==> src/lsu_config.svh <==
`ifndef LSU_CONFIG_SVH
`define LSU_CONFIG_SVH

// data and address width, one machine word
`define LSU_XLEN 32

// data memory depth in words
`define LSU_RAM_WORDS 256

// cycles from an accepted read to its response
`define LSU_RAM_LATENCY 2

`endif
==> src/lsu_pkg.sv <==
`include "lsu_config.svh"

package lsu_pkg;

    // memory operation carried in the control bundle
    typedef enum logic [3:0] {
        MEN_X       = 4'd0,
        MEN_LB      = 4'd1,
        MEN_LBU     = 4'd2,
        MEN_LH      = 4'd3,
        MEN_LHU     = 4'd4,
        MEN_LW      = 4'd5,
        MEN_SB      = 4'd6,
        MEN_SH      = 4'd7,
        MEN_SW      = 4'd8,
        MEN_AMOSWAP = 4'd9
    } mem_op_t;

    typedef struct packed {
        mem_op_t               mem_op;
        logic [`LSU_XLEN-1:0]  rs2_data;
    } mem_ctrl_t;

    // memory-stage input from the execute stage
    typedef struct packed {
        logic                  valid;
        logic [`LSU_XLEN-1:0]  reg_pc;
        logic [`LSU_XLEN-1:0]  inst;
        logic [63:0]           inst_id;
        mem_ctrl_t             ctrl;
        logic [`LSU_XLEN-1:0]  alu_out;
        logic [`LSU_XLEN-1:0]  csr_rdata;
    } stage_in_t;

    typedef struct packed {
        logic                  valid;
        logic                  wen;
        logic [`LSU_XLEN-1:0]  addr;
        logic [`LSU_XLEN-1:0]  wdata;
        logic [`LSU_XLEN-1:0]  wmask;
    } dreq_t;

    typedef struct packed {
        logic                  valid;
        logic [`LSU_XLEN-1:0]  rdata;
    } dresp_t;

    // bundle handed on to write-back
    typedef struct packed {
        logic                  valid;
        logic [`LSU_XLEN-1:0]  reg_pc;
        logic [`LSU_XLEN-1:0]  inst;
        logic [63:0]           inst_id;
        mem_ctrl_t             ctrl;
        logic [`LSU_XLEN-1:0]  alu_out;
        logic [`LSU_XLEN-1:0]  mem_rdata;
        logic [`LSU_XLEN-1:0]  csr_rdata;
    } mem_wb_t;

    typedef struct packed {
        logic                  is_load;
        logic                  is_store;
        logic                  is_swap;
        logic [`LSU_XLEN-1:0]  wmask;
    } op_info_t;

endpackage

==> src/load_format.sv <==
`timescale 1ns/10ps
`include "lsu_config.svh"

module load_format
    import lsu_pkg::*;
(
    input  mem_op_t              op,
    input  logic [`LSU_XLEN-1:0] raw,
    output logic [`LSU_XLEN-1:0] data
);

    always_comb begin
        case (op)
            MEN_LB: begin
                data = {{(`LSU_XLEN-8){raw[7]}}, raw[7:0]};
            end
            MEN_LBU: begin
                data = {{(`LSU_XLEN-8){1'b0}}, raw[7:0]};
            end
            MEN_LH: begin
                data = {{(`LSU_XLEN-16){raw[15]}}, raw[15:0]};
            end
            MEN_LHU: begin
                data = {{(`LSU_XLEN-16){1'b0}}, raw[15:0]};
            end
            // word loads and the swap's old value pass unchanged
            default: begin
                data = raw;
            end
        endcase
    end

endmodule

==> config.mk <==
export PLATFORM = sky130hd
export DESIGN_NAME = load_format
export DESIGN_NICKNAME = d
export VERILOG_FILES = /design/src/lsu_pkg.sv /design/src/load_format.sv
export VERILOG_INCLUDE_DIRS = /design/src
export SDC_FILE = /design/constraint.sdc
export NUM_CORES = 1
export LEC_CHECK = 0
export ABC_CLOCK_PERIOD_IN_PS = 1700
export BUFFER_PORTS_ARGS = -buffer_cell sky130_fd_sc_hd__buf_2
export CAP_MARGIN = 0
export CORE_MARGIN = 2
export CORE_UTILIZATION = 27
export DETAILED_ROUTE_END_ITERATION = 7
export PLACE_DENSITY = 0.84
export SYNTH_ARGS = -nofsm -noshare
export SYNTH_HDL_FRONTEND = slang
export SYNTH_SLANG_ARGS = --single-unit
==> constraint.sdc <==
create_clock -name vclk -period 1.7
set_clock_uncertainty 0.05 [all_clocks]
set_input_delay 0.255 -clock vclk [all_inputs]
set_output_delay 0.255 -clock vclk [all_outputs]
set_load 0.05 [all_outputs]
==> results.py <==
metrics = {
    "power": {
        "internal_power_uw": 135.8,
        "p_total_uw": 377.8,
        "sw_frac_of_total": 0.6407,
        "switching_power_uw": 242.1,
        "ir_drop_mv": 0.1580,
        "pwr-share-comb": 1.000,
        "p_seq_frac": 0,
        "p_leak_uw": 0.0004611,
        "power.density_nw_per_um2": 575.2,
        "power.clock.fraction": 0,
    },
    "critical_path": {
        "criticalPathCategory": "in2out",
        "worstPathRequired_ps": 1390,
        "worstSetupEndpointType": "primary output",
        "critical_path.startpoint_type": "input port",
        "crit_arrival_ps": 1370,
        "crit_top_cell": "buf_2",
        "crit_slowest_cell": "or3b_4",
        "worstPathMaxFanout": 16,
        "slowest_delay_ps": 480,
        "path_cells": "buf_2, o21ai_1, or3b_4, a21o_1, buf_2",
    },
    "sta": {
        "fin_crit_ps": 1679,
        "fin_crit_sh": 0.9876,
        "finalMaxSlewViolations": 0,
        "rsz0062_at_grt": "true",
        "hold_viol_final": 0,
        "setup_violations": 0,
        "slew-limit-headroom": 0.8317,
        "setup_tns_ps": 0,
        "tightestPinTransition_ps": 254.2,
        "fmax_mhz": 595.7,
    },
    "hold_path": {
        "hp-start": "raw[2]",
        "whs_endpoint": "data[2]",
        "hold_class": "in2out",
        "whs_path_depth": 0,
    },
    "routing": {
        "vias_per_cell": 4.904,
        "drt-total-wl_um": 1220,
        "firstDrtPassIters": 2,
        "drt-initial-drc-count": 1,
        "wire_per_inst_um": 11.73,
        "drc_errors": 0,
        "via_count": 510,
        "final_antenna_net_count": 0,
    },
    "synthesis": {
        "syn_nets": 82,
        "synth_warnings": 0,
        "syn_avg_cell_area_um2": 7.779,
        "syn_inst": 46,
        "synth_seq_area_share": 0,
        "synth.cell_area_um2": 357.8,
        "synthTopCellsByArea": "a21o_1 38%, buf_4 17%, a21o_2 15%",
        "yosysTopAreaCellShare": 0.3776,
        "ys_types": 16,
        "synth_top_area_cell": "a21o_1",
    },
    "placement": {
        "port_buffers": 54,
        "dp.cells": 105,
        "placed_area_um2": 563.0,
        "place_congestion": 0.8346,
        "place_hpwl_um": 974.3,
    },
    "floorplan": {
        "die_x_um": 40.41,
        "die_area_um2": 1633,
        "rows": 13,
        "die_h_um": 40.41,
        "ios": 68,
        "core_um2": 1269,
        "start_util": 0.2821,
    },
    "final_layout": {
        "nFillCells": 109,
        "multi_input_area_um2": 259.0,
        "fin_area_um2": 656.9,
        "drive_gt1_frac": 0.7303,
        "syn_to_final_growth_pct": 83.57,
        "utilization": 0.5178,
        "diodes": 0,
        "seq_cells": 0,
        "stdcell_count": 104,
        "nClkBuffers": 0,
        "seq_area_um2": 0,
        "nNetsFinal": 127,
    },
    "global_routing": {
        "track_usage": 0.1104,
        "grt_pass1_wl_um": 1269,
        "grt_max_degree": 17,
        "grt_antenna_before_repair": 0,
        "grt_pass1_vias": 349,
        "grt-ovfl-total": 0,
    },
    "flow_run": {
        "drv_cap": 0,
    },
    "status": {
        "status": "completed",
    },
    "clocking": {
        "cts_setup_buffers": 0,
        "ctsHoldBuffers": 0,
    },
}
[cell families (layout without fill, tap and decap cells)]
| group | after synthesis | in the layout | share of synthesized area |
|---|---|---|---|
| AND/OR/NAND/NOR | 6 | 6 | 0.1084 |
| AO/OA/AOI/OAI | 25 | 25 | 0.5384 |
| buffers and inverters | 13 | 56 | 0.2972 |
| XOR/XNOR | 1 | 1 | 0.02448 |
| multiplexers | 1 | 1 | 0.03147 |
[cell usage in the layout (no fill, tap or decap)]
cell type and instances:
a21o_1 18, a21o_2 6, and3_4 1, and4b_2 1, buf_2 39, buf_4 2
buf_6 15, mux2_1 1, nand2_1 1, nor2_1 1, nor3_1 1, o21ai_1 1
or3b_4 1, xor2_1 1
[how the worst max path moves through the flow]
stage | startpoint | endpoint | slack (ps)
6_report | op[1] | data[28] | 20
5_1_grt | op[0] | data[24] | -10
3_5_place_dp | op[1] | data[24] | -120
2_1_floorplan | op[0] | data[16] | 100
4_1_cts | op[1] | data[30] | 2
3_3_place_gp | op[1] | data[31] | -90
[power by group through the flow]
stage	registers [uW]	logic (uW)	clock network, uW
CTS	0	357	0
floorplan	0	297	0
detailed placement	0	331	0
global route	0	395	0
global placement	0	328	0
finish	0	378	0
[Yosys cell counts]
| cell type | n |
|---|---|
| o21ai_1 | 1 |
| nor2_1 | 1 |
| clkbuf_1 | 1 |
| buf_6 | 2 |
| buf_8 | 1 |
| buf_2 | 1 |
| nand2_1 | 1 |
| and4b_2 | 1 |
| mux2_1 | 1 |
| a21o_1 | 18 |
| xor2_1 | 1 |
| or3b_1 | 1 |
| and3_1 | 1 |
| a21o_2 | 6 |
| nor3_1 | 1 |
| buf_4 | 8 |
[worst max-delay path: cells and delay by family]
family	cells	cell delay, ps
AND/OR/NAND/NOR	1	480
buffers and inverters	2	330
AO/OA/AOI/OAI	2	300
[routing by layer]
metal	vias to the layer above	global-route usage	wire, um
met1	216	0.08654	384
met3	2	0.01111	194
met4	0	0.008333	4
met5	-	0	0
li1	242	-	-
met2	50	0.2698	637
[per-stage QoR]
stage               hold slack, ps  worst slack [ps]
CTS                          460.3             1.795
finish                       460.0             21.16
detailed placement           460.3            -124.3
global placement             460.3            -86.45
global route                 460.1            -12.80
floorplan                    627.1             98.36
[cell type report]
class,instances,share of cell area
multi-input cells,33,0.3943
well taps,15,0.02857
repair buffers,56,0.5771
[repair_timing]
| item | 4_1_cts | 5_1_grt |
|---|---|---|
| setup endpoints to repair | 16 | 16 |
| gates resized for setup | 18 | 22 |
| cloned | 0 | 0 |
(Power assumes the default switching activity.)
