--- src/lsu_config.svh ---
`ifndef LSU_CONFIG_SVH
`define LSU_CONFIG_SVH

// data and address width, one machine word
`define LSU_XLEN 32

// data memory depth in words
`define LSU_RAM_WORDS 256

// cycles from an accepted read to its response
`define LSU_RAM_LATENCY 2

`endif
--- src/lsu_pkg.sv ---
`include "lsu_config.svh"

package lsu_pkg;

    // memory operation carried in the control bundle
    typedef enum logic [3:0] {
        MEN_X       = 4'd0,
        MEN_LB      = 4'd1,
        MEN_LBU     = 4'd2,
        MEN_LH      = 4'd3,
        MEN_LHU     = 4'd4,
        MEN_LW      = 4'd5,
        MEN_SB      = 4'd6,
        MEN_SH      = 4'd7,
        MEN_SW      = 4'd8,
        MEN_AMOSWAP = 4'd9
    } mem_op_t;

    typedef struct packed {
        mem_op_t               mem_op;
        logic [`LSU_XLEN-1:0]  rs2_data;
    } mem_ctrl_t;

    // memory-stage input from the execute stage
    typedef struct packed {
        logic                  valid;
        logic [`LSU_XLEN-1:0]  reg_pc;
        logic [`LSU_XLEN-1:0]  inst;
        logic [63:0]           inst_id;
        mem_ctrl_t             ctrl;
        logic [`LSU_XLEN-1:0]  alu_out;
        logic [`LSU_XLEN-1:0]  csr_rdata;
    } stage_in_t;

    typedef struct packed {
        logic                  valid;
        logic                  wen;
        logic [`LSU_XLEN-1:0]  addr;
        logic [`LSU_XLEN-1:0]  wdata;
        logic [`LSU_XLEN-1:0]  wmask;
    } dreq_t;

    typedef struct packed {
        logic                  valid;
        logic [`LSU_XLEN-1:0]  rdata;
    } dresp_t;

    // bundle handed on to write-back
    typedef struct packed {
        logic                  valid;
        logic [`LSU_XLEN-1:0]  reg_pc;
        logic [`LSU_XLEN-1:0]  inst;
        logic [63:0]           inst_id;
        mem_ctrl_t             ctrl;
        logic [`LSU_XLEN-1:0]  alu_out;
        logic [`LSU_XLEN-1:0]  mem_rdata;
        logic [`LSU_XLEN-1:0]  csr_rdata;
    } mem_wb_t;

    typedef struct packed {
        logic                  is_load;
        logic                  is_store;
        logic                  is_swap;
        logic [`LSU_XLEN-1:0]  wmask;
    } op_info_t;

endpackage

--- src/mem_access_fsm.sv ---
`timescale 1ns/10ps
`include "lsu_config.svh"

module mem_access_fsm
    import lsu_pkg::*;
(
    input  logic                 clk,
    input  logic                 reset,
    input  logic                 pipeline_flush,
    input  stage_in_t            stage_in,
    input  op_info_t             info,
    input  logic                 req_ready,
    input  dresp_t               dresp,
    output mem_op_t              eff_op,
    output dreq_t                dreq,
    output logic [`LSU_XLEN-1:0] rdata_held,
    output logic                 memory_unit_stall
);

    typedef enum logic [1:0] {
        WAIT       = 2'd0,
        WAIT_READY = 2'd1,
        WAIT_READ  = 2'd2
    } state_t;

    state_t      state;
    logic [63:0] saved_inst_id;
    logic        executed;
    mem_op_t     replace_op;
    logic        may_start;

    // re-issue guard on the instruction id
    assign may_start = !executed || (saved_inst_id != stage_in.inst_id);

    // second half of a swap runs as a plain word store
    always_comb begin
        if (!stage_in.valid) begin
            eff_op = MEN_X;
        end else if (replace_op != MEN_X && saved_inst_id == stage_in.inst_id) begin
            eff_op = replace_op;
        end else begin
            eff_op = stage_in.ctrl.mem_op;
        end
    end

    assign dreq.valid = stage_in.valid && (state == WAIT_READY);
    assign dreq.wen   = info.is_store;
    assign dreq.addr  = stage_in.alu_out;
    assign dreq.wdata = stage_in.ctrl.rs2_data;
    assign dreq.wmask = info.wmask;

    assign memory_unit_stall = stage_in.valid &&
        ((state != WAIT) || (may_start && eff_op != MEN_X));

    always_ff @(posedge clk) begin
        if (reset) begin
            state         <= WAIT;
            executed      <= 1'b0;
            replace_op    <= MEN_X;
            saved_inst_id <= 64'hffff_0000_0000_0000;
        end else begin
            if (stage_in.valid) begin
                saved_inst_id <= stage_in.inst_id;
            end

            if (pipeline_flush || !stage_in.valid) begin
                state      <= WAIT;
                executed   <= 1'b0;
                replace_op <= MEN_X;
            end else begin
                case (state)
                    WAIT: begin
                        if (eff_op != MEN_X && may_start) begin
                            state      <= WAIT_READY;
                            executed   <= 1'b0;
                            replace_op <= MEN_X;
                        end
                    end
                    WAIT_READY: begin
                        if (req_ready) begin
                            if (info.is_store) begin
                                // store is done once the memory takes it
                                state      <= WAIT;
                                executed   <= 1'b1;
                                replace_op <= MEN_X;
                            end else if (info.is_load) begin
                                state <= WAIT_READ;
                            end
                        end
                    end
                    WAIT_READ: begin
                        if (dresp.valid) begin
                            if (info.is_swap) begin
                                state      <= WAIT_READY;
                                replace_op <= MEN_SW;
                            end else begin
                                state    <= WAIT;
                                executed <= 1'b1;
                            end
                        end
                    end
                    default: begin
                        state <= WAIT;
                    end
                endcase
            end
        end
    end

    // read data kept for write-back until the next read returns
    always_ff @(posedge clk) begin
        if (state == WAIT_READ && dresp.valid) begin
            rdata_held <= dresp.rdata;
        end
    end

endmodule

--- config.mk ---
export PLATFORM = sky130hd
export DESIGN_NAME = mem_access_fsm
export DESIGN_NICKNAME = d
export VERILOG_FILES = /design/src/lsu_pkg.sv /design/src/mem_access_fsm.sv
export VERILOG_INCLUDE_DIRS = /design/src
export SDC_FILE = /design/constraint.sdc
export NUM_CORES = 1
export LEC_CHECK = 0
export ABC_CLOCK_PERIOD_IN_PS = 2800
export BUFFER_PORTS_ARGS = -buffer_cell sky130_fd_sc_hd__buf_2
export CAP_MARGIN = 20
export CORE_AREA = 2 2 168 170
export DETAILED_ROUTE_END_ITERATION = 8
export DIE_AREA = 0 0 170 172
export HOLD_SLACK_MARGIN = 0.15
export SKIP_LAST_GASP = 1
export SLEW_MARGIN = 20
export SYNTH_ARGS = -nofsm -noshare
export SYNTH_HDL_FRONTEND = slang
export SYNTH_SLANG_ARGS = --single-unit
export TNS_END_PERCENT = 100
--- constraint.sdc ---
create_clock -name clk -period 2.8 [get_ports clk]
set_input_delay 0.56 -clock clk [delete_from_list [all_inputs] [get_ports clk]]
set_output_delay 0.56 -clock clk [all_outputs]
set_load 0.03 [all_outputs]
==> results.md <==
* Post-Layout Cell Count at approximately 900
* Worst Setup Slack, final at -0.272 ns
* Nets at approximately 850
* Tot GR Track Use at under 10%
* DIE WIDTH at 170 um
* Routed wire length at 13.0 mm
* CP bufs+invs at 4
* Final GP Congestion at approximately 0.65
* DRC at 0
* Leading post-synthesis cells by cell area: dfxtp_1 27%, edfxtp_1 19%, buf_4 14%
* RSZ-0062 raised after global routing: true
* Seq/Total Area, Yosys at a little under half
* WP data required at around 2.2 ns
* WL/cell at ~15 um
* Vias in the first global route at between 3,000 and 4,000
* Via density at roughly 3.8
* Worst hold path class: in -> reg
* Top post-synthesis cells by count: 97 x buf_4, 68 x dfxtp_1, 64 x xor2_1
* Initial antenna violation count at 4
* DP Cell Count at between 800 and 900
* CORE AREA at between 0.02 and 0.03 mm^2
* Crit path cell chain: xor2_1 > nor4_2 > buf_4 > nand4_1 > nor4_2 > buf_4 > buf_4 > and2_4 > o31a_1 > nor2_2 > buf_6
* P per Cell Area at 542 mW/mm^2
* Total power at around 0.0032 W
* IO Count at between 400 and 500
* Total CTS buffers at 9
* Chip Height at ~170 um
* Starting density of the core at between 15 and 20%
* Drt pass-1 iters at 4
* TNS Setup at -0.955 ns
* Max Fclk at about 0.33 GHz
* Most numerous cell in the Yosys netlist: buf_4
* Placement Rows at ~60
* Pleak at ~2.7 nW
* Crit path capture type: output port
* Synth Flop Type: dfxtp_1
* Synth area leader: dfxtp_1
* CTS Hold Buffers Added at 0
* Library cells used by synthesis at 34
* Crit path kind: reg -> out
* Startpoint Class: register
* Cell mode on critical path: buf_4
* Post-Syn Area at between 0.005 and 0.006 mm^2
* Clock Skew at between 0.01 and 0.015 ns
* PortBufs at 147
* Clk Tree Root Cell: clkbuf_16
* Slew @ Worst Pin at around 0.78 ns
* Worst Path Arrival at 2.51 ns
* Number of synthesized flops with an enable pin at 32
* Final Hold Viols at 0
* Slew Viols, Final at 0
* Layout cells sized above 1 at a little over a third
* Largest net degree at the start of global routing at 56
* Finish-stage setup viols at 6
* H-tree depth reported by CTS at 3
* #FFs+latches synth at 100
* Syn Inst Count at roughly 480
* Clock Tree Buf Depth at 2
* Syn Area/Cell at ~11 um^2
* Failing checks: negative setup slack
* Largest stage delay, worst path at 0.33 ns
* CTS sink count at 100
* First-pass GRT wire length at roughly 18 mm
* Area delta synth->final at 18.5%
* Post-DP HPWL at 10.3 mm
* Routed Antenna Nets at 0
* TritonCTS clock tree: done
* Crit Path Max Fanout at 2
* Syn nets at around 780
* Slowest cell on crit path: dfxtp_2
* Clk_lat worst skew at between 0.3 and 0.4 ns
* Die area at 0.0292 mm^2
* Slew headroom at a little under half
* Status: finished with violations
* GR Overflow Total at 0
* Top cell type's share of synthesized area at between 20% and 30%
* Final Critical Period at 3.07 ns
* Via count at 3,400
* Final Cycle Share at 110%
* Family with the most delay on the worst path: simple AND/OR/NAND/NOR gates
* Worst VDD drop at 0.270 mV
* MaxCap Viol Count at 0
* Ys async rst share at 0%
* Clock-pin slew on the worst setup and hold paths at roughly 0.07 ns
* Synth warnings at 0
* Drt first-iter violations at just over 100
* Fillers at 2,986
==> per-layer routing <==
metal	up-vias	wire length (um)	global-route usage (%)	share of wire (%)
met3	28	1590	4.81	12
met5	-	13	0	0.10
met1	1557	5070	9.08	39
li1	1654	-	-	-
met4	2	322	3.42	2.5
met2	159	6030	14.2	46
==> registers in the layout (all words and copies together), names as in the netlist <==
register       cells
state              2
replace_op         1
rdata_held        32
saved_inst_id     64
executed           1
==> timing repair <==
item                                   CTS  global route
endpoints found under the hold margin    0             0
pin swaps                                4             5
setup buffers                            1             1
setup endpoints to repair                8             9
gates resized for setup                 12             8
==> final cells by class <==
class	instances	area, um^2	area share [%]
Sequential cell	100	2320	39.0
Multi-Input combinational cell	256	1960	32.8
Timing Repair Buffer	167	908	15.2
Tap cell	346	433	7.26
Clock buffer	14	284	4.76
Inverter	9	33.8	0.567
Clock inverter	2	15.0	0.252
Antenna cell	3	7.51	0.126
==> report_power, final <==
part / leakage, nW / switching (W) / internal [W] / total (W)
sequential: 0.850 / 0.0000356 / 0.00155 / 0.00159
clock: 0.149 / 0.000552 / 0.000704 / 0.00126
combinational: 1.66 / 0.000192 / 0.000192 / 0.000384
==> path summary, 6_finish.rpt <==
check,startpoint,endpoint,slack (ns),cells after the start
hold reg to reg,executed,executed,0.49,2
hold / removal,dresp[20],rdata_held[20],0.39,1
setup / recovery,saved_inst_id[24],memory_unit_stall,-0.27,11
setup reg to reg,saved_inst_id[24],executed,-0.02,12
==> cell families after synthesis <==
kind of cell / Yosys count / synth area share [%]
buffers and inverters: 122 / 16.3
flip-flops: 100 / 46.2
XOR/XNOR: 64 / 11.1
multiplexers: 49 / 9.75
adder cells (fa/ha/maj): 4 / 0.995
AO/OA/AOI/OAI: 30 / 4.85
AND/OR/NAND/NOR: 109 / 10.7
==> placed cells by master, fill, tap and decap left out, types with 3 or more instances in the layout <==
master     instances
a211o_1           16
nand2_1            6
inv_1              9
nor4_1            12
dfxtp_1           67
ha_1               4
buf_4             24
clkbuf_8           4
xor2_1            64
clkbuf_16          9
edfxtp_1          32
nor2_1            52
nor2b_1           17
diode_2            3
buf_2            141
nand4_1            5
mux2i_1           49
nor4_2             5
==> stage by stage <==
stage                     hold WS [ns]  util [%]  instance area, um^2  worst slack (ns)
after detailed placement         0.471      20.2                 5550            -0.677
final                            0.390      21.7                 5960            -0.272
after global placement           0.482      20.2                 5550            -0.653
after CTS                        0.359      21.5                 5900            -0.598
after global routing             0.367      21.7                 5950            -0.563
after floorplan                  0.445         -                 5030            0.0845
No activity file was read; power rests on OpenSTA's default activity.
